File: config.mk
export PLATFORM = sky130hd
export DESIGN_NAME = host_cmd_fifo
export DESIGN_NICKNAME = d
export VERILOG_FILES = /design/src/rtl/tenyr_pkg.sv /design/src/rtl/host_cmd_fifo.sv
export SDC_FILE = /design/constraint.sdc
export NUM_CORES = 1
export LEC_CHECK = 0
export ABC_AREA = 1
export ABC_CLOCK_PERIOD_IN_PS = 4300
export BUFFER_PORTS_ARGS = -buffer_cell sky130_fd_sc_hd__clkbuf_2
export CORE_MARGIN = 2
export CORE_UTILIZATION = 55
export CTS_CLUSTER_SIZE = 28
export DETAILED_ROUTE_END_ITERATION = 8
export GPL_TIMING_DRIVEN = 0
export PLACE_DENSITY = 0.8
export SYNTH_ARGS = -nofsm -noshare
export SYNTH_HDL_FRONTEND = slang
export SYNTH_SLANG_ARGS = --single-unit
File: constraint.sdc
create_clock -name clk -period 4.3 [get_ports clk]
set_input_delay 0.215 -clock clk [delete_from_list [all_inputs] [get_ports clk]]
set_output_delay 0.215 -clock clk [all_outputs]
set_load 0.1 [all_outputs]
File: src/rtl/tenyr_pkg.sv
package tenyr_pkg;

    // Word-addressed address map
    localparam logic [31:0] RAM_BASE   = 32'h0000_1000;
    localparam int unsigned RAM_ABITS  = 8;
    localparam logic [31:0] RAM_MASK   = ~((32'd1 << RAM_ABITS) - 32'd1);
    localparam logic [31:0] SEG7_BASE  = 32'h0000_0100;
    localparam logic [31:0] SEG7_MASK  = 32'hffff_fffe;   // 2 words
    localparam logic [31:0] GPIO_BASE  = 32'h0000_0200;
    localparam logic [31:0] GPIO_MASK  = 32'hffff_fffc;   // 4 words

    localparam int unsigned GPIO_COUNT = 24;
    localparam int unsigned FIFO_DEPTH = 4;
    localparam int unsigned FIFO_PW    = $clog2(FIFO_DEPTH);
    localparam int unsigned FIFO_CW    = $clog2(FIFO_DEPTH + 1);
    localparam int unsigned SCAN_DIV   = 4;                // Short for simulation
    localparam int unsigned SCAN_W     = $clog2(SCAN_DIV);

    // Slave order also sets decode priority
    localparam int unsigned NUM_SLAVES = 4;
    localparam int unsigned SLV_W      = $clog2(NUM_SLAVES);
    localparam int unsigned SLV_GPIO   = 0;
    localparam int unsigned SLV_SEG7   = 1;
    localparam int unsigned SLV_RAM    = 2;
    localparam int unsigned SLV_DEF    = 3;

    // Default slave matches everything
    localparam logic [NUM_SLAVES-1:0][31:0] MATCH_BASE = {
        32'h0, RAM_BASE, SEG7_BASE, GPIO_BASE};
    localparam logic [NUM_SLAVES-1:0][31:0] MATCH_MASK = {
        32'h0, RAM_MASK, SEG7_MASK, GPIO_MASK};

    // Bus master sequencer states
    localparam logic [1:0] MST_IDLE = 2'd0;
    localparam logic [1:0] MST_BUS  = 2'd1;
    localparam logic [1:0] MST_RESP = 2'd2;

    typedef union packed {
        struct packed {
            logic [31-RAM_ABITS:0] tag;
            logic [RAM_ABITS-1:0]  idx;   // RAM word index
        } mem;
        struct packed {
            logic [29:0] page;
            logic [1:0]  rnum;            // Device register number
        } io;
    } wb_adr_u;

    typedef struct packed {
        logic        we;
        logic [3:0]  sel;
        wb_adr_u     adr;
        logic [31:0] dat;
    } host_cmd_t;

    typedef struct packed {
        logic [31:0] dat;
    } host_rsp_t;

    typedef struct packed {
        wb_adr_u     adr;
        logic [31:0] dat;
        logic        we;
        logic [3:0]  sel;
        logic        stb;
        logic        cyc;
    } wb_req_t;

    typedef struct packed {
        logic [31:0] dat;
        logic        ack;
    } wb_rsp_t;

endpackage

File: src/rtl/host_cmd_fifo.sv
module host_cmd_fifo import tenyr_pkg::*; (
    input  logic      clk,
    input  logic      reset_i,
    input  logic      push_valid_i,
    output logic      push_ready_o,
    input  host_cmd_t push_cmd_i,
    output logic      pop_valid_o,
    input  logic      pop_i,
    output host_cmd_t pop_cmd_o
);

    host_cmd_t          mem_q [FIFO_DEPTH];
    logic [FIFO_PW-1:0] wr_ptr_q;
    logic [FIFO_PW-1:0] rd_ptr_q;
    logic [FIFO_CW-1:0] count_q;
    logic               push;
    logic               pop;

    assign push_ready_o = (count_q != FIFO_CW'(FIFO_DEPTH));   // Low only when full
    assign pop_valid_o  = (count_q != '0);
    assign push         = push_valid_i & push_ready_o;
    assign pop          = pop_i & pop_valid_o;
    assign pop_cmd_o    = mem_q[rd_ptr_q];

    always_ff @(posedge clk) begin
        if (push) begin
            mem_q[wr_ptr_q] <= push_cmd_i;
        end
    end

    // Pointers wrap at the power-of-two depth
    always_ff @(posedge clk) begin
        if (reset_i) begin
            wr_ptr_q <= '0;
            rd_ptr_q <= '0;
            count_q  <= '0;
        end else begin
            if (push) begin
                wr_ptr_q <= wr_ptr_q + 1'b1;
            end
            if (pop) begin
                rd_ptr_q <= rd_ptr_q + 1'b1;
            end
            case ({push, pop})
                2'b10:   count_q <= count_q + 1'b1;
                2'b01:   count_q <= count_q - 1'b1;
                default: count_q <= count_q;            // Both or neither
            endcase
        end
    end

endmodule

* Word level (Yosys, flattened, before mapping) *
Memories as Yosys holds them, arrays and structs flattened. A register that Yosys moved wholly into a read port is not among the register bits.
Cells that the tools add are included.

word-level totals
  memories = 1
  output and inout port bits = 71
  input port bits = 73
  memory bits (writable) = 276
  bits in registers = 7

memory list
  memory  depth  bits a word  read ports  clocked after memory_dff  write ports  RTL line             text
  mem_q   4      69           1           1                         1            host_cmd_fifo.sv:12  host_cmd_t mem_q [FIFO_DEPTH];

cells by class
  reduce and logical (&&, ||, !) cells = 2
  bitwise logic cells = 2
  equality and inequality tests = 3
  multiplexer cells = 5
  $add $sub $neg = 4

operators by type and width
  operator             number
  $pmux 3 s2           1
  $add 2x1->2 const B  2
  $mux 2               2
  $add 3x1->3 const B  1
  $ne 3x3->1 const B   1
  $reduce_bool 3->1    1
  $sub 3x1->3 const B  1
  $and 1x1->1          2
  $eq 2x1->1 const B   1
  $eq 2x2->1 const B   1
  $mux 1               2
  $reduce_bool 2->1    1

* Longest topological paths before layout *
Gate-level depths: netlist of the first run.

  depth after elaboration = 4
  gate-level depth with buffers = 13

* Worst setup path before layout of the first run *
OpenSTA, ideal clock, no wires.

  path type = reg-to-reg
  start = reg count_q[1]
  end = mem mem_q[0][0] (netlist name), enable pin
  path buffers = 0
  required time = 3.803 ns
  data arrival time = 4.354 ns
  stages on the path, launching flop included = 5
  clock period less this slack = 4.851 ns
  library setup time = 0.497 ns
  path slack = -0.551 ns
  path through = dfxtp_1 nor2_1 nand2_1 nand2_1 nor2_1

on the way
  longest elaborated chain between the ends = 4

ends and longest elaborated chain
  element                       RTL line             text
  from (decl)                   host_cmd_fifo.sv:15  logic [FIFO_CW-1:0] count_q;
  from (signal assigned)        host_cmd_fifo.sv:45  2'b10: count_q <= count_q + 1'b1;
  from (signal assigned)        host_cmd_fifo.sv:46  2'b01: count_q <= count_q - 1'b1;
  from (signal assigned)        host_cmd_fifo.sv:47  default: count_q <= count_q;
  $ne 3x3->1                    host_cmd_fifo.sv:19  assign push_ready_o = (count_q != FIFO_CW'(FIFO_DEPTH));
  net push_ready_o              host_cmd_fifo.sv:5   output logic push_ready_o,
  $and 1x1->1                   host_cmd_fifo.sv:21  assign push = push_valid_i & push_ready_o;
  $mux 1                        host_cmd_fifo.sv:26  if (push) begin
  $mux 1 (implied by the code)  host_cmd_fifo.sv:27  mem_q[wr_ptr_q] <= push_cmd_i;
  to (decl)                     host_cmd_fifo.sv:12

The timed path passes the listed nets, and every way through them passes these cells.

==> results of run 1 <==
logic make-up after synthesis:
family,Yosys count,synth area share (%)
buffers and inverters,62,3.45
AO/OA/AOI/OAI,214,10.8
flip-flops,285,79.0
AND/OR/NAND/NOR,168,5.94
adder cells (fa/ha/maj),6,0.771
synth_stat cells (3+ instances only):
library cell    n
inv_1          16
clkbuf_1       14
buf_2           8
clkbuf_2        3
edfxtp_1      276
nand2_1        15
o22ai_1        69
buf_6          11
buf_4           7
o21ai_1        52
o21ai_0        88
nand3_1         5
dfxtp_1         9
a21oi_1         5
ha_1            5
nor2_1        148
final cells by class:
class	instances	share of cell area, %
inverters	18	0.516
clock buffers	34	5.48
plain buffers	44	2.20
clock inverters	18	1.08
repair buffers	224	11.9
flip-flops and latches	285	62.3
well taps	265	2.44
multi-input cells	388	14.0
where the power goes:
part / total [mW] / leakage [nW] / switching [mW] / internal [mW]
registers: 3.36 / 2.61 / 0.0676 / 3.30
clock network: 2.35 / 0.431 / 1.00 / 1.35
logic: 4.07 / 1.88 / 3.38 / 0.686
total: 9.79 / 4.92 / 4.45 / 5.33
worst max-delay path: stages, from the launching register on:
cell and delay (ns):
dfxtp_1 0.63, clkbuf_1 0.41, o21ai_0 0.19, o22ai_1 0.30
clkbuf_2 0.52
state kept, by name, summed over array words and instances (netlist names), named ones only:
signal,flops
rd_ptr_q,2
mem_q,276
count_q,3
wr_ptr_q,2
routing by layer:
layer	global-route usage [%]	up-vias	part of all wire (%)
li1	-	3264	-
met1	31.2	3432	40
met2	41.3	280	51
met3	4.50	44	7.2
met4	6.09	0	1.9
met5	0	-	0
repair_timing:
action | in CTS | in global routing
setup buffers | 0 | 0
hold buffers | 73 | 0
endpoints found under the hold margin | 280 | 0
endpoints found under the setup margin | 0 | 0
resized for setup | 0 | 0
worst max path at each step:
stage / end / slack, ns / cells after the start
3_5_place_dp: mem_q[3][36]$_DFFE_PP_ / 1.98 / 5
3_3_place_gp: mem_q[3][28]$_DFFE_PP_ / -2.02 / 4
2_1_floorplan: mem_q[0][0]$_DFFE_PP_ / -0.55 / 4
5_1_grt: pop_cmd_o[35] / 1.35 / 4
4_1_cts: pop_cmd_o[35] / 1.52 / 4
6_report: pop_cmd_o[56] / 1.49 / 4
==> flow_summary.json, run 1 <==
{
  "gr-usage-all-layers_pct": 23.8,
  "grt_max_degree": 32,
  "r2r-start": "count_q[1]$_SDFFE_PP0P_",
  "period_needed_ns": 2.81,
  "reg2reg_depth": 5,
  "ys.flop_type": "edfxtp_1",
  "ys_seq_area_share_pct": 79.0,
  "hold_viol": 0,
  "placed_area_mm2": 0.0120,
  "drcViolationCount": 0,
  "min_path_cells": 2,
  "p_per_area_mw_per_mm2": 720,
  "worst_pin_slew_ns": 0.930,
  "worstPathRequired_ns": 4.09,
  "seq_area_mm2": 0.00847,
  "start_util_pct": 55.6,
  "post_route_cells_drive_above_1_share_pct": 22.4,
  "area_delta_synth_final_pct": 26.8,
  "final_cell_mix": "edfxtp_1, clkbuf_2, nor2_1, o21ai_0, dlygate4sd3_1",
  "yosysWarnings": 0,
  "port_buffers": 143,
  "dp_hpwl_um": 14400,
  "crit_type": "flip-flop to output pin",
  "fin_area_mm2": 0.0136,
  "ir_drop_mv": 0.757,
  "numCtsBuffers": 28,
  "slew_headroom_pct": 37.8,
  "cap_violations": 0,
  "setup_viol_count_final": 0,
  "dpl.cell_count": 1151,
  "hp-start": "push_cmd_i[8]",
  "grt_antenna_before_repair": 1,
  "dr.pass1.iters": 5,
  "avgSynthCellArea_um2": 14.6,
  "synth_top_area_share_pct": 77.4,
  "synth_nets": 814,
  "ys_ff_latch": 285,
  "die_w_um": 144,
  "layout_commonest_cell": "edfxtp_1",
  "std_cell_rows": 51,
  "nets": 1068,
  "holdPathEnd": "mem_q[2][8]$_DFFE_PP_",
  "antenna_left": 0,
  "overflow": 0,
  "worstSkewPairLatency_ns": 0.53,
  "core_area_mm2": 0.0193,
  "holdWs_ns": 0.444,
  "timing.reg2reg.setup_slack_ns": 1.99,
  "antenna_cells": 0,
  "p_leak_nw": 4.92,
  "num_io_pins": 144,
  "viasPerCell": 5.50,
  "die_y_um": 144,
  "n_fill_cell": 1273,
  "totalPowerFinal_mw": 9.79,
  "async_flop_share_pct": 0,
  "synth-edff-count": 276,
  "synth_area_leaders": "edfxtp_1, nor2_1, o21ai_0, o22ai_1, o21ai_1",
  "wirelength_um": 24700,
  "status": "finished, final reports clean",
  "timing.final.crit_share_pct": 65.4,
  "routabilityCongestion": 0.767,
  "min_path_type": "primary input to flip-flop",
  "cts-root-buf": "clkbuf_16",
  "rsz0062_at_grt": "no",
  "synth_area_mm2": 0.0107,
  "grt_pass1_wl_um": 37400,
  "fmax_ghz": 0.356,
  "setup_ws_ns": 1.49,
  "cts_sinks": 285,
  "start_kind": "flip-flop",
  "clock_path_buffers": 3,
  "syn_inst": 735,
  "multi_input_area_mm2": 0.00191,
  "wire_per_inst_um": 19.3,
  "fin_util_pct": 70.5,
  "reg2reg_to": "mem_q[3][36]$_DFFE_PP_",
  "vias": 7020,
  "critical_path.endpoint_type": "output pin",
  "crit_arrival_ns": 2.60,
  "fin_cells": 1276,
  "grt_pass1_vias": 7133,
  "htree_levels": 1,
  "synth.distinct_cells": 20,
  "synth_top_area_cell": "edfxtp_1",
  "fin_skew_ns": 0.0122,
  "path_clk_slew_ns": 0.06,
  "cts_tree": "built",
  "slew_violations": 0,
  "tns_ns": 0,
  "drt_iter0_drc": 496,
  "pre_cts_ws_ns": 1.98,
  "dieArea_mm2": 0.0206,
  "path_max_fanout": 10
}
No activity file was read; power rests on OpenSTA's default activity.
==> run 2, diff against run 1 <==
--- a/config.mk
+++ b/config.mk
@@ -6,14 +6,14 @@
 export NUM_CORES = 1
 export LEC_CHECK = 0
 export ABC_AREA = 1
-export ABC_CLOCK_PERIOD_IN_PS = 4300
+export ABC_CLOCK_PERIOD_IN_PS = 2300
 export BUFFER_PORTS_ARGS = -buffer_cell sky130_fd_sc_hd__clkbuf_2
 export CORE_MARGIN = 2
-export CORE_UTILIZATION = 55
+export CORE_UTILIZATION = 51
 export CTS_CLUSTER_SIZE = 28
 export DETAILED_ROUTE_END_ITERATION = 8
 export GPL_TIMING_DRIVEN = 0
-export PLACE_DENSITY = 0.8
+export PLACE_DENSITY = 0.78
 export SYNTH_ARGS = -nofsm -noshare
 export SYNTH_HDL_FRONTEND = slang
 export SYNTH_SLANG_ARGS = --single-unit
==> constraint.sdc (replaced) <==
create_clock -name clk -period 2.3 [get_ports clk]
set_input_delay 0.115 -clock clk [delete_from_list [all_inputs] [get_ports clk]]
set_output_delay 0.115 -clock clk [all_outputs]
set_load 0.1 [all_outputs]
==> run 2 against run 1 <==
Net effect:
- core utilization down 2.0 points
- wire length rose by 2.5%
- clock power grew 84%
- critical endpoint is now pop_cmd_o[36]
- global-route usage is 1.3 points lower
- largest power group unchanged
- sequential share of layout area down 3.0 points
- die area is 7.6% higher
- highest routed layer unchanged
==> flow_summary.json, run 2 (synthesized netlist as in run 1, its figures left out) <==
{
  "status": "finished, final reports clean",
  "drt_iter0_drc": 425,
  "regMostFlops": "mem_q",
  "setup_viol_count_final": 0,
  "setup_ws_ns": 0.0884,
  "wirelength_um": 25300,
  "gr-usage-all-layers_pct": 22.5,
  "min_path_type": "primary input to flip-flop",
  "overflow": 0,
  "pre_cts_ws_ns": 0.207,
  "crit_type": "flip-flop to output pin",
  "grt_pass1_wl_um": 38400,
  "cts_tree": "built",
  "dr.pass1.iters": 5,
  "sw_frac_of_total_pct": 44.4,
  "fin_util_pct": 68.5,
  "critical_path.endpoint_type": "output pin",
  "final_cell_mix": "edfxtp_1, nor2_1, clkbuf_2, o21ai_0, dlygate4sd3_1",
  "nets": 1068,
  "fin_skew_ns": 0.0120,
  "comb_power_share_pct": 44.3,
  "die_w_um": 149,
  "grt_antenna_before_repair": 0,
  "area_delta_synth_final_pct": 33.2,
  "p_per_area_mw_per_mm2": 1340,
  "placed_area_mm2": 0.0124,
  "die_y_um": 149,
  "cts-root-buf": "clkbuf_16",
  "holdWs_ns": 0.344,
  "cts_sinks": 285,
  "htree_levels": 1,
  "antenna_left": 0,
  "slew_headroom_pct": 53.4,
  "post_route_cells_drive_above_1_share_pct": 30.5,
  "post_cts.repair.setup_buffers": 0,
  "hold_viol": 0,
  "fmax_ghz": 0.452,
  "viasPerCell": 5.50,
  "path_max_fanout": 10,
  "port_buffers": 143,
  "start_util_pct": 51.5,
  "worstSetupEndpoint": "pop_cmd_o[36]",
  "path_clk_slew_ns": 0.06,
  "std_cell_rows": 53,
  "worst_pin_slew_ns": 0.697,
  "antenna_cells": 0,
  "layout_commonest_cell": "edfxtp_1",
  "dieArea_mm2": 0.0222,
  "top_regs": "mem_q: 276 flops, count_q: 3 flops",
  "core_area_mm2": 0.0208,
  "routabilityCongestion": 0.755,
  "drcViolationCount": 0,
  "crit_arrival_ns": 2.10,
  "wire_per_inst_um": 19.7,
  "timing.reg2reg.setup_slack_ns": 0.37,
  "fin_area_mm2": 0.0143,
  "largest_register_ffs": 276,
  "grt_pass1_vias": 7350,
  "reg2reg_to": "count_q[2]$_SDFFE_PP0P_",
  "worstSkewPairLatency_ns": 0.53,
  "dp_hpwl_um": 14800,
  "clockPowerShare_pct": 22.6,
  "p_leak_nw": 5.16,
  "num_io_pins": 144,
  "internal-power_mw": 10.6,
  "timing.final.crit_share_pct": 96.2,
  "start_kind": "flip-flop",
  "period_needed_ns": 2.21,
  "reg2reg_depth": 12,
  "cap_violations": 0,
  "ir_drop_mv": 1.08,
  "vias": 7059,
  "worstPathRequired_ns": 2.18,
  "grt_max_degree": 32,
  "slew_violations": 0,
  "r2r-start": "count_q[1]$_SDFFE_PP0P_",
  "numCtsBuffers": 28,
  "p_seq_share_pct": 33.0,
  "clock_path_buffers": 3,
  "switching_power_mw": 8.47
}
run 2: cell types whose count changed in the layout (fill, tap and decap cells not counted), sizes merged:
| cell | delta |
|---|---|
| clkinvlp | -2 |
| clkinv | -5 |
| buf | +28 |
| clkbuf | -23 |
run 2: critical path, stage by stage, from the launching register on:
cell     delay [ns]
dfxtp_1        0.39
buf_4          0.23
buf_4          0.21
buf_4          0.21
nor2_1         0.08
o22ai_2        0.12
buf_4          0.31
run 2: repair_timing:
item,in CTS,in global routing
endpoints found under the setup margin,69,37
resized for setup,87,42
pin swaps,0,0
endpoints found under the hold margin,285,0
hold buffers,73,0
run 2: how the worst min path moves through the flow:
stage / startpoint / endpoint / slack, ns / cells past startpoint
2_1_floorplan: reset_i / wr_ptr_q[0]$_SDFFE_PP0P_ / 0.18 / 1
3_3_place_gp: push_cmd_i[53] / mem_q[0][53]$_DFFE_PP_ / 0.33 / 1
3_5_place_dp: push_cmd_i[11] / mem_q[2][11]$_DFFE_PP_ / 0.34 / 1
4_1_cts: push_cmd_i[28] / mem_q[0][28]$_DFFE_PP_ / 0.33 / 2
5_1_grt: push_cmd_i[48] / mem_q[0][48]$_DFFE_PP_ / 0.34 / 2
6_report: push_cmd_i[66] / mem_q[1][66]$_DFFE_PP_ / 0.34 / 2
run 2: final cells by class:
type | instances | area, um2
Buffer | 44 | 318
Clock buffer | 39 | 763
Clock inverter | 11 | 98.8
Fill cell | 1405 | 6550
Inverter | 18 | 70.1
Multi-Input combinational cell | 388 | 2360
Sequential cell | 285 | 8470
Tap cell | 275 | 344
Timing Repair Buffer | 224 | 1840
run 2: through the flow:
stage	total power [mW]	setup TNS, ns	cells
2_1_floorplan	12.8	-0.562	735
3_3_place_gp	14.2	-134.95	1153
3_5_place_dp	14.3	0	1161
4_1_cts	19.1	0	1284
5_1_grt	19.7	-0.0597	1284
6_report	19.1	0	1284
run 2: power groups by stage:
stage	Combinational (mW)	Sequential, mW	Clock, mW
final	8.46	6.29	4.32
after CTS	8.38	6.29	4.39
after floorplan	6.47	6.37	0
after detailed placement	7.92	6.40	0
after global routing	8.81	6.32	4.59
after global placement	7.77	6.40	0
run 2: per-layer routing:
layer  GRT usage (%)  routed length (um)  share of wire [%]  vias to the layer above
met2            40.5               12900                 51                      235
met4            5.67                 459                1.8                        0
met3            4.10                1600                6.3                       38
met5               0                   0                  0                        -
met1            28.4               10300                 41                     3528
li1                -                   -                  -                     3258
==> run 3, diff against run 2 <==
--- a/config.mk
+++ b/config.mk
@@ -14,6 +14,7 @@
 export DETAILED_ROUTE_END_ITERATION = 8
 export GPL_TIMING_DRIVEN = 0
 export PLACE_DENSITY = 0.78
+export REMOVE_ABC_BUFFERS = 1
 export SYNTH_ARGS = -nofsm -noshare
 export SYNTH_HDL_FRONTEND = slang
 export SYNTH_SLANG_ARGS = --single-unit
==> run 3 against run 2 <==
Net effect:
- combinational power decreased by 3.7%
- sequential share of layout area increased by 1.8 points
- critical path depth decreased by 1
- worst hold slack about the same
==> flow_summary.json, run 3 (synthesized netlist as in run 1, its figures left out) <==
{
  "area_delta_synth_final_pct": 29.4,
  "layout_commonest_cell": "edfxtp_1",
  "timing.reg2reg.setup_slack_ns": 0.22,
  "cts-root-buf": "clkbuf_16",
  "core_area_mm2": 0.0208,
  "worstPathRequired_ns": 2.18,
  "hold_viol": 0,
  "setup_viol_count_final": 0,
  "wirelength_um": 25000,
  "drcViolationCount": 0,
  "post_route_cells_drive_above_1_share_pct": 21.6,
  "timing.final.crit_share_pct": 96.9,
  "clock_path_buffers": 3,
  "cpPeakStageDelay_ns": 0.39,
  "htree_levels": 1,
  "grt_antenna_before_repair": 0,
  "drt_iter0_drc": 384,
  "p_leak_nw": 4.95,
  "path_clk_slew_ns": 0.06,
  "placed_area_mm2": 0.0117,
  "hp-start": "push_cmd_i[52]",
  "top_regs": "mem_q: 276 flops, count_q: 3 flops",
  "path_depth": 5,
  "rsz0062_at_grt": "no",
  "slew_headroom_pct": 40.8,
  "fmax_ghz": 0.449,
  "critPathTopFamily": "buffers and inverters",
  "numCtsBuffers": 28,
  "cts_sinks": 285,
  "totalPowerFinal_mw": 18.7,
  "worst_pin_slew_ns": 0.887,
  "cts_tree": "built",
  "gr-usage-all-layers_pct": 22.2,
  "reg2reg_depth": 12,
  "nets": 1041,
  "dr.pass1.iters": 5,
  "antenna_cells": 0,
  "antenna_left": 0,
  "crit_arrival_ns": 2.11,
  "min_path_cells": 2,
  "ir_drop_mv": 0.976,
  "grt_pass1_vias": 7039,
  "largest_register_ffs": 276,
  "std_cell_rows": 53,
  "holdPathEnd": "mem_q[3][52]$_DFFE_PP_",
  "path_cells": "buf_16, inv_16, o21ai_0, o22ai_1, clkbuf_4",
  "crit_type": "flip-flop to output pin",
  "grt_max_degree": 70,
  "worst-path-buf-inv": 3,
  "status": "finished, final reports clean",
  "die_y_um": 149,
  "die_w_um": 149,
  "routabilityCongestion": 0.737,
  "grt_pass1_wl_um": 37300,
  "slowest_stage": "dfxtp_4",
  "dp_hpwl_um": 11200,
  "regMostFlops": "mem_q",
  "viasPerCell": 5.58,
  "wire_per_inst_um": 19.9,
  "min_path_type": "primary input to flip-flop",
  "cap_violations": 0,
  "worstSkewPairLatency_ns": 0.53,
  "path_max_fanout": 69,
  "overflow": 0,
  "slew_violations": 0,
  "period_needed_ns": 2.23,
  "tns_ns": 0,
  "num_io_pins": 144,
  "reg2reg_to": "count_q[2]$_SDFFE_PP0P_",
  "start_kind": "flip-flop",
  "port_buffers": 143,
  "final_cell_mix": "edfxtp_1, nor2_1, o21ai_0, clkbuf_2, dlygate4sd3_1",
  "start_util_pct": 51.5,
  "fin_area_mm2": 0.0139,
  "p_per_area_mw_per_mm2": 1350,
  "critical_path.endpoint_type": "output pin",
  "fin_skew_ns": 0.00917,
  "r2r-start": "count_q[1]$_SDFFE_PP0P_",
  "dieArea_mm2": 0.0222,
  "vias": 6998
}
==> run 3: worst max path at each step <==
stage                                  to
floorplan           mem_q[0][0]$_DFFE_PP_
global placement            pop_cmd_o[62]
detailed placement          pop_cmd_o[55]
CTS                         pop_cmd_o[61]
global route                pop_cmd_o[54]
finish                      pop_cmd_o[54]
==> run 3: what timing repair did <==
| action | CTS | global route |
|---|---|---|
| hold buffers | 73 | 0 |
| hold endpoints to repair | 285 | 0 |
| pin swaps | 1 | 0 |
| cloned | 4 | 0 |
| setup buffers | 4 | 7 |
| gates resized for setup | 95 | 5 |
| endpoints found under the setup margin | 96 | 182 |
==> run 3: layer usage <==
| layer | share of wire [%] | track usage (%) |
|---|---|---|
| met1 | 40 | 27.3 |
| met2 | 52 | 39.6 |
| met3 | 6.3 | 4.28 |
| met4 | 2.1 | 7.10 |
| met5 | 0 | 0 |
==> run 3: cell type report <==
cell class | count | area (um2)
flip-flops and latches | 285 | 8480
fillers | 1349 | 6960
repair buffers | 239 | 2160
multi-input cells | 389 | 1920
clock buffers | 39 | 752
well taps | 275 | 344
inverters | 18 | 100
clock inverters | 7 | 93.8
repair inverters | 1 | 16.3
==> run 3: power by group <==
| group | internal [mW] | total, mW | switching [mW] |
|---|---|---|---|
| Sequential | 6.17 | 6.30 | 0.131 |
| Clock | 2.48 | 4.23 | 1.74 |
| Combinational | 1.74 | 8.15 | 6.41 |
==> run 3: through the flow <==
stage	setup slack, ns	instances	hold WS, ns	util, %
detailed placement	-0.774	1119	0.333	56.4
CTS	0.00182	1246	0.309	66.2
global route	0.0169	1253	0.332	66.6
finish	0.0708	1253	0.344	66.6
global placement	-4.62	1109	0.330	55.1
floorplan	-2.55	691	0.184	-
