## src/rtl/tenyr_pkg.sv

```systemverilog
package tenyr_pkg;

    // Word-addressed address map
    localparam logic [31:0] RAM_BASE   = 32'h0000_1000;
    localparam int unsigned RAM_ABITS  = 8;
    localparam logic [31:0] RAM_MASK   = ~((32'd1 << RAM_ABITS) - 32'd1);
    localparam logic [31:0] SEG7_BASE  = 32'h0000_0100;
    localparam logic [31:0] SEG7_MASK  = 32'hffff_fffe;   // 2 words
    localparam logic [31:0] GPIO_BASE  = 32'h0000_0200;
    localparam logic [31:0] GPIO_MASK  = 32'hffff_fffc;   // 4 words

    localparam int unsigned GPIO_COUNT = 24;
    localparam int unsigned FIFO_DEPTH = 4;
    localparam int unsigned FIFO_PW    = $clog2(FIFO_DEPTH);
    localparam int unsigned FIFO_CW    = $clog2(FIFO_DEPTH + 1);
    localparam int unsigned SCAN_DIV   = 4;                // Short for simulation
    localparam int unsigned SCAN_W     = $clog2(SCAN_DIV);

    // Slave order also sets decode priority
    localparam int unsigned NUM_SLAVES = 4;
    localparam int unsigned SLV_W      = $clog2(NUM_SLAVES);
    localparam int unsigned SLV_GPIO   = 0;
    localparam int unsigned SLV_SEG7   = 1;
    localparam int unsigned SLV_RAM    = 2;
    localparam int unsigned SLV_DEF    = 3;

    // Default slave matches everything
    localparam logic [NUM_SLAVES-1:0][31:0] MATCH_BASE = {
        32'h0, RAM_BASE, SEG7_BASE, GPIO_BASE};
    localparam logic [NUM_SLAVES-1:0][31:0] MATCH_MASK = {
        32'h0, RAM_MASK, SEG7_MASK, GPIO_MASK};

    // Bus master sequencer states
    localparam logic [1:0] MST_IDLE = 2'd0;
    localparam logic [1:0] MST_BUS  = 2'd1;
    localparam logic [1:0] MST_RESP = 2'd2;

    typedef union packed {
        struct packed {
            logic [31-RAM_ABITS:0] tag;
            logic [RAM_ABITS-1:0]  idx;   // RAM word index
        } mem;
        struct packed {
            logic [29:0] page;
            logic [1:0]  rnum;            // Device register number
        } io;
    } wb_adr_u;

    typedef struct packed {
        logic        we;
        logic [3:0]  sel;
        wb_adr_u     adr;
        logic [31:0] dat;
    } host_cmd_t;

    typedef struct packed {
        logic [31:0] dat;
    } host_rsp_t;

    typedef struct packed {
        wb_adr_u     adr;
        logic [31:0] dat;
        logic        we;
        logic [3:0]  sel;
        logic        stb;
        logic        cyc;
    } wb_req_t;

    typedef struct packed {
        logic [31:0] dat;
        logic        ack;
    } wb_rsp_t;

endpackage

```

## src/rtl/wb_mux.sv

```systemverilog
module wb_mux import tenyr_pkg::*; (
    input  logic    clk,
    input  logic    reset_i,
    input  wb_req_t m_req_i,
    output wb_rsp_t m_rsp_o,
    output wb_req_t s_req_o [NUM_SLAVES],
    input  wb_rsp_t s_rsp_i [NUM_SLAVES]
);

    logic [SLV_W-1:0] sel_dec;
    logic [SLV_W-1:0] sel_q;
    logic [SLV_W-1:0] sel;
    logic             hold_q;
    wb_rsp_t          rsp_all [NUM_SLAVES];

    // Scan from the back so the first match in slave order wins
    always_comb begin
        sel_dec = SLV_W'(SLV_DEF);
        for (int k = NUM_SLAVES - 1; k >= 0; k--) begin
            if ((m_req_i.adr & MATCH_MASK[k]) == MATCH_BASE[k]) begin
                sel_dec = SLV_W'(k);
            end
        end
    end

    // Routing stays locked from the first strobe cycle until the ack
    assign sel = hold_q ? sel_q : sel_dec;

    always_ff @(posedge clk) begin
        if (reset_i) begin
            hold_q <= 1'b0;
            sel_q  <= '0;
        end else begin
            hold_q <= m_req_i.cyc & ~m_rsp_o.ack;
            sel_q  <= sel;
        end
    end

    always_comb begin
        for (int k = 0; k < NUM_SLAVES; k++) begin
            s_req_o[k]     = m_req_i;
            s_req_o[k].stb = m_req_i.stb & (sel == SLV_W'(k));   // Only one slave sees it
            s_req_o[k].cyc = m_req_i.cyc & (sel == SLV_W'(k));
        end
    end

    always_comb begin
        for (int k = 0; k < SLV_DEF; k++) begin
            rsp_all[k] = s_rsp_i[k];
        end
        // Unmapped space reads all ones and acks at once
        rsp_all[SLV_DEF].dat = '1;
        rsp_all[SLV_DEF].ack = s_req_o[SLV_DEF].stb & s_req_o[SLV_DEF].cyc;
    end

    assign m_rsp_o = rsp_all[sel];

endmodule

```

## config.mk

```make
export PLATFORM = sky130hd
export DESIGN_NAME = wb_mux
export DESIGN_NICKNAME = d
export VERILOG_FILES = /design/src/rtl/tenyr_pkg.sv /design/src/rtl/wb_mux.sv
export SDC_FILE = /design/constraint.sdc
export NUM_CORES = 1
export LEC_CHECK = 0
export BUFFER_PORTS_ARGS = -buffer_cell sky130_fd_sc_hd__buf_2
export CORE_AREA = 4 4 199 201
export CTS_BUF_LIST = sky130_fd_sc_hd__clkbuf_8 sky130_fd_sc_hd__clkbuf_16
export DETAILED_ROUTE_END_ITERATION = 8
export DIE_AREA = 0 0 203 205
export PLACE_DENSITY_LB_ADDON = 0.15
export SYNTH_ARGS = -nofsm -noshare
export SYNTH_HDL_FRONTEND = slang
export SYNTH_SLANG_ARGS = --single-unit
```

## constraint.sdc

```tcl
create_clock -name clk -period 2.6 [get_ports clk]
set_clock_uncertainty 0.15 [all_clocks]
set_input_delay 0.39 -clock clk [delete_from_list [all_inputs] [get_ports clk]]
set_output_delay 0.39 -clock clk [all_outputs]
set_load 0.02 [all_outputs]
```

* Word level (Yosys, flattened, before mapping) *
Index checks and enable logic that the tools add are counted.

operators by class
  equality and inequality tests = 6
  multiplexer cells = 7
  bitwise operators = 12
  order comparisons = 1
  reduce and logical (&&, ||, !) cells = 1

operators with widths
  cell                                                                    count
  33-bit binary-select mux with 2-bit select                              1
  33-bit 2-to-1 mux                                                       2
  31-bit by 8-bit equality test with 1-bit output, second input constant  1
  30-bit by 8-bit equality test with 1-bit output, second input constant  1
  24-bit by 5-bit equality test with 1-bit output, second input constant  1
  1-bit AND                                                               10
  2-bit 2-to-1 mux                                                        3
  2-bit equality test, second input constant                              2
  3-bit >= comparator, second input constant                              1
  2-bit inverter with 3-bit output                                        1
  2-bit by 1-bit equality test with 1-bit output, second input constant   1
  2-bit zero test                                                         1
  1-bit 2-to-1 mux                                                        1
  1-bit inverter                                                          1

storage, ports and cells
  output and inout port bits = 317
  bits of input ports = 205
  flip-flop bits (word level) = 3
  logic and storage cells = 29

* Depth between registers and ports, before layout *
Gate-level depths: netlist (run 1).

  depth after elaboration = 13
  gate-level depth with buffers = 6
  depth with buffers taken out = 5

* Least setup slack after synthesis (run 1) *
No wires, ideal clock.

  path type = input port to output port
  start point = in m_req_i[67] in the netlist's numbering
  end point = out m_rsp_o[0] in the netlist's numbering
  arrival time = 1.898 ns
  cell stages on the path = 6
  required time = 2.060 ns
  path slack = 0.162 ns
  path buffers = 1
  cell sequence = nor4_1 nand4_1 o41ai_4 clkbuf_2 a221oi_1 a21oi_1

RTL lines
  what                line         source
  start: declaration  wb_mux.sv:4  input wb_req_t m_req_i,
  end: declaration    wb_mux.sv:5  output wb_rsp_t m_rsp_o,

==> metrics.md, run 1 <==
| Metric | Value |
|---|---|
| Status | finished with violations |
| Failing checks | setup timing |
| Hold crit path type | in2reg |
| Slew headroom | 81.5% |
| Post-synth top area cell | buf_4 |
| Nature of the critical path startpoint | input pin |
| Die Span Y | just over 200 µm |
| Slew Limit Fails | 0 |
| Pin count of the biggest net entering global routing | 39 |
| Unrepaired setup endpoints after global routing | true |
| Mapped Nets | around 720 |
| Post-synth EDFFs | 0 |
| Nets | 777 |
| Synth top cells by count | buf_4 (276), nand2_1 (36), and2_1 (34) |
| Post-synthesis sequential area ratio | ~1.7% |
| Vias in the first global route | ~3400 |
| Fillers | ~4400 |
| Clock Latency Late Sink | 0.23 ns |
| Post-place setup slack | -0.574 ns |
| Die area | ~42000 µm² |
| GR Util All Layers | roughly 7.8% |
| Die W | slightly above 200 µm |
| Post-route setup TNS | -6.22 ns |
| CP max FO | 27 |
| CTS tree | yes |
| Syn. warnings | 0 |
| Starting Density | about a tenth |
| I/O pins | 522 |
| DRC viols | 0 |
| Fmax | around 0.35 GHz |
| Core area | between 30000 and 40000 µm² |
| Fin crit share | 109% |
| WP data required | 2.06 ns |
| Synth top area share | 58.5% |
| First-pass GRT wire length | around 24 mm |
| CTS Root Cell | clkbuf_16 |
| Vias/cell | about 3.2 |
| CTS Buffer Depth | 2 |
| Routed wire length | between 15 and 20 mm |
| Library cells used by synthesis | 32 |
| WL/cell | about 17 µm |
| Synthesized area per cell | slightly below 7 µm² |
| CP Capture Type | output port |
| Top post-synthesis cells by area | buf_4 (58%), o32a_1 (9.0%), and2_1 (6.0%), o22ai_1 (5.6%), a21oi_1 (4.7%) |
| I/O Buffers | roughly 300 |
| Antenna violations before repair | 7 |
| Post-DP HPWL | roughly 14 mm |
| FP Rows | a little over 70 |
| Synth Cell Area | around 3500 µm² |
| Routed via count | 3472 |
| Clk sink count | 3 |
| Area delta synth->final | 34.8% |
| Cells on worst reg2reg path | 10 |
| FFs w/ async S/R, synth | 0% |
| Main synth FF type | dfxtp_1 |
| Peak supply drop | just over 90 µV |
| Cell Pwr Density | 227 nW/µm² |
| Grt total ovfl | 0 |
| Setup WS post-layout | -0.226 ns |
| Num CTS Buffers | 3 |
| Post-Synthesis Cells | 513 |
| Antenna viol nets, final | 0 |
| H-tree depth | 1 |
| GP Congestion | ~0.67 |
| Number of synthesized register bits | 3 |
| Leakage | about 2.2 nW |
| Worst hold path cell count | 2 |
| Least-Margin Pin Slew | roughly 0.28 ns |
| Reg clk slew, reported paths | about 0.030 ns |
| Final Setup Violations | 39 |
| Min cycle time layout | 2.83 ns |
| Share of layout cells above drive strength 1 | a little over two thirds |
| Drt initial violations | 95 |
| Max cap viols | 0 |
| Count leader, synth | buf_4 |
| Worst Path Arrival | ~2.3 ns |
| First-pass detailed-route iteration total | 4 |
| Hold Fails Final Rpt | 0 |
| Crit path kind | in2out |
## final cells by class
class / count / area (µm²) / share of cell area, %
timing repair buffer: 358 / 2450 / 51.4
multi-input combinational: 204 / 1530 / 32.1
tap: 511 / 639 / 13.4
clock buffer: 3 / 75.1 / 1.57
sequential: 3 / 60.1 / 1.26
inverter: 2 / 7.51 / 0.157
clock inverter: 1 / 3.75 / 0.0786
antenna: 1 / 2.50 / 0.0524
## worst max-delay path, cell delays in order
cell and delay, ns:
buf_8 0.10, nor4_4 0.29, nand4_1 0.16, buf_6 0.17, o41ai_4 0.28, buf_6 0.19, nand2_2 0.09, buf_12 0.17
o32a_1 0.24, buf_6 0.15
## state kept, by name, indices dropped and copies added (netlist names)
name and flops:
sel_q 2, hold_q 1
## cell usage in the layout, fill, tap and decap left out, drive strengths merged, types with 4 or more instances in the layout
master	n
a21oi	33
clkbuf	5
nor4	6
o32a	32
o22ai	32
nand2b	4
buf	356
nor2	9
nand2	36
and2	34
## metal layers
layer	track usage, %	vias to the layer above	routed length, µm
li1	-	1588	-
met1	6.86	1545	5930
met2	16.9	263	10400
met3	1.79	68	1510
met4	2.59	8	598
met5	0	-	57
## report_power, final
| part | switching [mW] | internal, mW | total (mW) |
|---|---|---|---|
| Sequential | 0.00238 | 0.0499 | 0.0523 |
| Combinational | 0.441 | 0.343 | 0.784 |
| Clock | 0.0477 | 0.199 | 0.247 |
| Total | 0.491 | 0.592 | 1.08 |
## logic make-up (layout without fill, tap and decap cells)
logic type      after synthesis  in the layout  share of synthesized area [%]
buf+inv                     306            364                           61.9
compound gates              106            106                           21.9
simple gates                 97             97                           14.2
flops                         3              3                           1.69
mux                           1              1                          0.318
other cells                   0              1                              0
## through the flow
stage	hold slack, ns	std cells	util, %	instance area [µm²]	total power [mW]
global route	0.264	1083	12.7	4780	1.15
CTS	0.252	1077	11.9	4460	1.06
finish	0.236	1083	12.7	4780	1.08
detailed placement	0.489	1064	10.5	3950	0.735
floorplan	0.312	513	-	3540	0.839
global placement	0.482	1064	10.5	3950	0.738
## worst paths after layout
path | startpoint | to | slack, ns
setup / recovery | m_req_i[54] | m_rsp_o[19] | -0.23
hold / removal | reset_i | sel_q[0] | 0.24
setup reg to reg | hold_q | hold_q | 0.30
hold reg to reg | sel_q[1] | sel_q[1] | 0.84
## repair_timing
item                       4_1_cts  5_1_grt
gates cloned                     3        2
hold buffers                     0        0
resized for setup               80       61
setup endpoints to repair       42       41
pin swaps                        8       22
buffers inserted                 7        4
(Power assumes the default switching activity.)
==> inputs of run 2 (changes only) <==
Settings changed: MAX_ROUTING_LAYER set to met4.
==> run 2 against run 1 <==
Effect of this change: the run still ends with setup timing left; routed wire length fell by 0.19%; sequential cell count did not move; die area did not move; first-iteration DRC count fell by 3.2%; sequential power barely moved; final area rose by 0.16%; sequential share of layout area barely moved; combinational power barely moved; final cell count rose by 0.28%; utilization barely moved; clock power barely moved; clock-buffer cell count did not move; critical endpoint unchanged.
==> metrics.md, run 2 (synthesized netlist as in run 1, its figures left out) <==
| Metric | Value |
|---|---|
| Status | finished with violations |
| Failing checks | setup timing |
| Unrepaired setup endpoints after global routing | true |
| Leakage | 2.24 nW (about the same) |
| Share of layout cells above drive strength 1 | 70.1% (unchanged) |
| First-pass GRT wire length | 23.7 mm (about the same) |
| Vias/cell | 3.19 (-0.39%) |
| Post-place setup slack | -0.574 ns (unchanged) |
| Starting Density | 9.43% (unchanged) |
| Fin crit share | 108% (-0.46 points) |
| Drt initial violations | 92 (-3.2%) |
| Most frequent cells in the layout | buf_2 (251), buf_6 (46), buf_4 (44) |
| Grt total ovfl | 0 (unchanged) |
| Post-DP Area | 3950 µm² (unchanged) |
| Hold crit path type | in2reg |
| WP data required | 2.06 ns (about the same) |
| Die Span Y | 205 µm (unchanged) |
| Antenna viol nets, final | 0 (unchanged) |
| Post-route cell area | 4780 µm² (+0.16%) |
| Antenna violations before repair | 7 (unchanged) |
| CP Capture Type | output port |
| Crit path kind | in2out |
| Core area | 37600 µm² (unchanged) |
| Die area | 41600 µm² (unchanged) |
| Vias in the first global route | 3395 (-0.12%) |
| Cells on worst reg2reg path | 10 (unchanged) |
| Sequential power share | 4.8% (about the same) |
| Most common cell after layout, fill and taps aside | buf_2 |
| Setup WS post-layout | -0.214 ns (+0.0121 ns) |
| Slew headroom | 80.8% (-0.69 points) |
| Reg clk slew, reported paths | 0.03 ns (about the same) |
| Die W | 203 µm (unchanged) |
| Post-DP HPWL | 14.4 mm (unchanged) |
| Worst hold path cell count | 2 (unchanged) |
| Sw power | 0.490 mW (-0.15%) |
| Max cap viols | 0 (unchanged) |
| Hold Buf Count CTS | 0 (unchanged) |
| Largest register FFs | 2 (unchanged) |
| FP Rows | 71 (unchanged) |
| Least-Margin Pin Slew | 0.288 ns (+0.0127 ns) |
| I/O Buffers | 298 (unchanged) |
| CTS Buffer Depth | 2 (unchanged) |
| Peak supply drop | 90.9 µV (-0.20%) |
| WL/cell | 17.0 µm (-0.46%) |
| CP max FO | 27 (unchanged) |
| Pint | 0.592 mW (about the same) |
| GR Util All Layers | 8.03% (+0.22 points) |
| Fillers | 4352 (-0.046%) |
| Min cycle time layout | 2.81 ns (-0.0121 ns) |
| Area of the multi-input gates | 1530 µm² (unchanged) |
| Nets | 777 (unchanged) |
| Pin count of the biggest net entering global routing | 39 (unchanged) |
| Worst hold slack | 0.238 ns (+0.00217 ns) |
| Hold Fails Final Rpt | 0 (unchanged) |
| First-pass detailed-route iteration total | 4 (unchanged) |
| Num CTS Buffers | 3 (unchanged) |
| Largest Register | sel_q |
| Routed via count | 3468 (-0.12%) |
| Slew Limit Fails | 0 (unchanged) |
| Cell Pwr Density | 226 nW/µm² (-0.23%) |
| DRC viols | 0 (unchanged) |
| Area delta synth->final | 35.0% |
| Fmax | 0.355 GHz (+0.43%) |
| Routed wire length | 18.5 mm (-0.19%) |
| Total chip power | 1.08 mW (about the same) |
| I/O pins | 522 (unchanged) |
| Worst Path Arrival | 2.27 ns (-0.02 ns) |
| CTS tree | yes |
| Register area | 60.1 µm² (unchanged) |
| Sw frac | 45.3% (about the same) |
| H-tree depth | 1 (unchanged) |
| Post-route setup TNS | -6.14 ns (+0.0814 ns) |
| Clock network fraction of design power | 22.8% (about the same) |
| Nature of the critical path startpoint | input pin |
| Clk sink count | 3 (unchanged) |
| Clock Latency Late Sink | 0.23 ns (about the same) |
| Logic gate share of total power | 72.4% (about the same) |
| CTS Root Cell | clkbuf_16 |
| Final Setup Violations | 39 (unchanged) |
| GP Congestion | 0.672 (+0.95%) |
| Top flop regs | sel_q (2), hold_q (1) |
==> run 2: cell types whose count changed in the layout (fill, tap and decap cells not counted) <==
cell,previous run,this run
diode_2,1,4
==> run 2: what timing repair did <==
action | 4_1_cts | 5_1_grt
endpoints found under the setup margin | 42 | 41
pin swaps | 8 | 22
cloned | 3 | 2
buffers inserted | 7 | 4
resized for setup | 80 | 61
==> run 2: per-layer routing <==
| metal | track usage (%) | vias to the layer above | share of wire, % |
|---|---|---|---|
| met2 | 16.9 | 261 | 57 |
| met1 | 6.84 | 1548 | 32 |
| met4 | 2.59 | 0 | 3.1 |
| li1 | - | 1595 | - |
| met3 | 1.82 | 64 | 8.3 |
| met5 | - | - | 0 |
==> run 2: final timing paths <==
check / start / endpoint / slack, ns
hold / removal: reset_i / sel_q[0] / 0.24
hold reg to reg: sel_q[0] / hold_q / 0.84
setup reg to reg: hold_q / hold_q / 0.32
setup / recovery: m_req_i[54] / m_rsp_o[19] / -0.21
==> run 2: per-stage QoR <==
stage / utilization (%) / instances
after global routing: 12.7 / 1086
after CTS: 11.9 / 1077
after global placement: 10.5 / 1064
after detailed placement: 10.5 / 1064
after floorplan: - / 513
final: 12.7 / 1086
==> run 2: critical path, stage by stage <==
cell	delay (ns)
buf_8	0.10
nor4_4	0.29
nand4_1	0.16
buf_6	0.17
o41ai_4	0.28
buf_6	0.19
nand2_2	0.09
buf_12	0.17
o32a_1	0.23
buf_6	0.15
==> run 2: area by class of cell <==
cell class	instances	area share, %
Antenna cell	4	0.209
Clock buffer	3	1.57
Clock inverter	1	0.0785
Inverter	2	0.157
Multi-Input combinational cell	204	32.1
Sequential cell	3	1.26
Tap cell	511	13.4
Timing Repair Buffer	358	51.3
==> run 2: power by group through the flow <==
stage	Sequential, mW	Combinational [mW]	Clock (mW)
2_1_floorplan	0.0519	0.788	0
3_3_place_gp	0.0522	0.685	0
3_5_place_dp	0.0522	0.683	0
4_1_cts	0.0523	0.757	0.250
5_1_grt	0.0528	0.843	0.256
6_report	0.0520	0.783	0.246
==> inputs of run 3 (changes only) <==
==> constraint.sdc (replaced) <==
create_clock -name clk -period 2.6 [get_ports clk]
set_clock_uncertainty 0.15 [all_clocks]
set_input_delay 0.52 -clock clk [delete_from_list [all_inputs] [get_ports clk]]
set_output_delay 0.52 -clock clk [all_outputs]
set_load 0.02 [all_outputs]
==> run 3 against run 2 <==
Effect of this change: the run still ends with setup timing left; worst hold slack better by 0.12 ns; final area is 4.8% lower; sequential power is 1% lower; critical path depth is 1 lower; die area stayed put; clock-buffer cell count stayed put; setup slack worse by 0.37 ns; via count is 3.8% lower; utilization is 0.62 points lower; clock power is 3% lower; final cell count is 0.28% higher.
==> metrics.md, run 3 (synthesized netlist as in run 1, its figures left out) <==
| Metric | Value |
|---|---|
| Cells on worst reg2reg path | 10 (unchanged) |
| Max cap viols | 0 (unchanged) |
| Die area | 41600 µm² (unchanged) |
| Post-route cell area | 4550 µm² (-4.8%) |
| Top flop regs | sel_q (2), hold_q (1) |
| Least-Margin Pin Slew | 0.435 ns (+0.147 ns) |
| Nature of the critical path startpoint | input pin |
| Pint | 0.567 mW (-4.1%) |
| CTS Root Cell | clkbuf_16 |
| Clock network fraction of design power | 23.2% (+0.4 points) |
| Drt initial violations | 132 (+43%) |
| Status | finished with violations |
| Worst hold path cell count | 2 (unchanged) |
| Antenna viol nets, final | 0 (unchanged) |
| Slew Limit Fails | 0 (unchanged) |
| Most common cell after layout, fill and taps aside | buf_2 |
| GR Util All Layers | 7.49% (-0.54 points) |
| Largest Register | sel_q |
| Hold Fails Final Rpt | 0 (unchanged) |
| Pin count of the biggest net entering global routing | 38 (-2.6%) |
| Worst Path Arrival | 2.51 ns (+0.24 ns) |
| Core area | 37600 µm² (unchanged) |
| RR Endpoint | hold_q |
| Cell Pwr Density | 227 nW/µm² (+0.25%) |
| Routed wire length | 16.8 mm (-9.2%) |
| Crit path kind | in2out |
| Starting Density | 9.43% (unchanged) |
| Setup WS post-layout | -0.580 ns (-0.366 ns) |
| Peak supply drop | 140 µV (+53%) |
| FP Rows | 71 (unchanged) |
| GP Congestion | 0.682 (+1.6%) |
| Sequential power share | 5.0% (+0.2 points) |
| Grt total ovfl | 0 (unchanged) |
| First-pass detailed-route iteration total | 4 (unchanged) |
| Hold Buf Count CTS | 0 (unchanged) |
| Fillers | 4431 (+1.8%) |
| Die Span Y | 205 µm (unchanged) |
| Leakage | 2.11 nW (-5.6%) |
| Num CTS Buffers | 3 (unchanged) |
| Fin crit share | 122% (+14 points) |
| Hold crit path type | in2reg |
| Sw frac | 45.0% (-0.28 points) |
| Area delta synth->final | 28.5% |
| Worst hold slack | 0.360 ns (+0.122 ns) |
| DRC viols | 0 (unchanged) |
| Final Setup Violations | 41 (+5.1%) |
| WP data required | 1.93 ns (-0.13 ns) |
| Crit Reg-Reg Startpoint | hold_q |
| Sw power | 0.465 mW (-5.2%) |
| Routed via count | 3337 (-3.8%) |
| First-pass GRT wire length | 22.9 mm (-3.5%) |
| Unrepaired setup endpoints after global routing | true |
| Vias in the first global route | 3379 (-0.47%) |
| Fmax | 0.314 GHz (-12%) |
| I/O pins | 522 (unchanged) |
| CP max FO | 18 (-33%) |
| Die W | 203 µm (unchanged) |
| Register-to-register setup slack | 0.41 ns (+0.09 ns) |
| Slew headroom | 70.9% (-9.9 points) |
| Vias/cell | 3.06 (-4.0%) |
| Clock Latency Late Sink | 0.22 ns (about the same) |
| H-tree depth | 1 (unchanged) |
| Failing checks | setup timing |
| WL/cell | 15.4 µm (-9.4%) |
| Largest register FFs | 2 (unchanged) |
| Post-DP Area | 4060 µm² (+2.6%) |
| CP Capture Type | output port |
| CTS tree | yes |
| Hold wc startpoint | reset_i |
| Logic gate share of total power | 71.8% (-0.6 points) |
| I/O Buffers | 298 (unchanged) |
| Min cycle time layout | 3.18 ns (+0.366 ns) |
| Share of layout cells above drive strength 1 | 68.2% (-1.8 points) |
| CTS Buffer Depth | 2 (unchanged) |
| Nets | 779 (+0.26%) |
| Antenna violations before repair | 3 (-4) |
| Post-DP HPWL | 14.0 mm (-2.4%) |
| Reg clk slew, reported paths | 0.03 ns (about the same) |
| Hold EP | sel_q[0] |
| Clk sink count | 3 (unchanged) |
| Most frequent cells in the layout | buf_2 (273), buf_4 (43), nand2_1 (35) |
-- run 3: worst max-delay path: stages --
cell and delay [ns]:
buf_2 0.12, nor4_2 0.37, a31oi_1 0.25, buf_4 0.20, nor2_4 0.22, buf_12 0.20
o22ai_1 0.13, o32a_1 0.34, buf_2 0.16
-- run 3: how the worst max path moves through the flow --
stage / startpoint / to / slack, ns
global route: m_req_i[52] / m_rsp_o[19] / -0.76
CTS: m_req_i[54] / m_rsp_o[27] / -0.71
detailed placement: m_req_i[50] / m_rsp_o[19] / -0.81
global placement: m_req_i[50] / m_rsp_o[19] / -0.82
floorplan: m_req_i[63] / m_rsp_o[10] / -0.04
finish: m_req_i[45] / m_rsp_o[2] / -0.58
-- run 3: power groups by stage --
stage / clock network (mW) / logic, mW / registers [mW]
final: 0.239 / 0.741 / 0.0514
after global routing: 0.251 / 0.803 / 0.0519
after CTS: 0.243 / 0.742 / 0.0514
after detailed placement: 0 / 0.690 / 0.0520
after global placement: 0 / 0.690 / 0.0521
after floorplan: 0 / 0.790 / 0.0521
-- run 3: repair_timing --
action	in CTS	in global routing
setup buffers	4	4
hold endpoints to repair	0	0
endpoints found under the setup margin	42	42
resized for setup	67	24
gates cloned	1	1
pin swaps	7	11
-- run 3: cell type report --
type                    instances  area, µm²  share of cell area [%]
diodes                          5       12.5                   0.275
clock buffers                   3       75.1                    1.65
clock inverters                 1       3.75                  0.0824
inverters                       2       7.51                   0.165
multi-input cells             204       1450                    31.7
flip-flops and latches          3       60.1                    1.32
well taps                     511        639                    14.0
repair buffers                360       2310                    50.7
-- run 3: routing by layer --
layer / vias up / track usage [%] / wire length, µm
li1: 1601 / - / -
met1: 1443 / 7.94 / 6040
met2: 242 / 13.6 / 8650
met3: 51 / 1.98 / 1580
met4: 0 / 2.40 / 531
met5: - / - / 0
-- run 3: per-stage QoR --
step                      instances  setup WS, ns  power, mW  TNS, ns  utilization [%]
after floorplan                 513       -0.0449      0.842    -1.19                -
after global placement         1074        -0.817      0.742   -30.68             10.8
after detailed placement       1074        -0.814      0.742   -30.39             10.8
after CTS                      1082        -0.714       1.04   -26.22             11.8
after global routing           1087        -0.758       1.11   -28.68             12.1
final                          1089        -0.580       1.03   -21.52             12.1
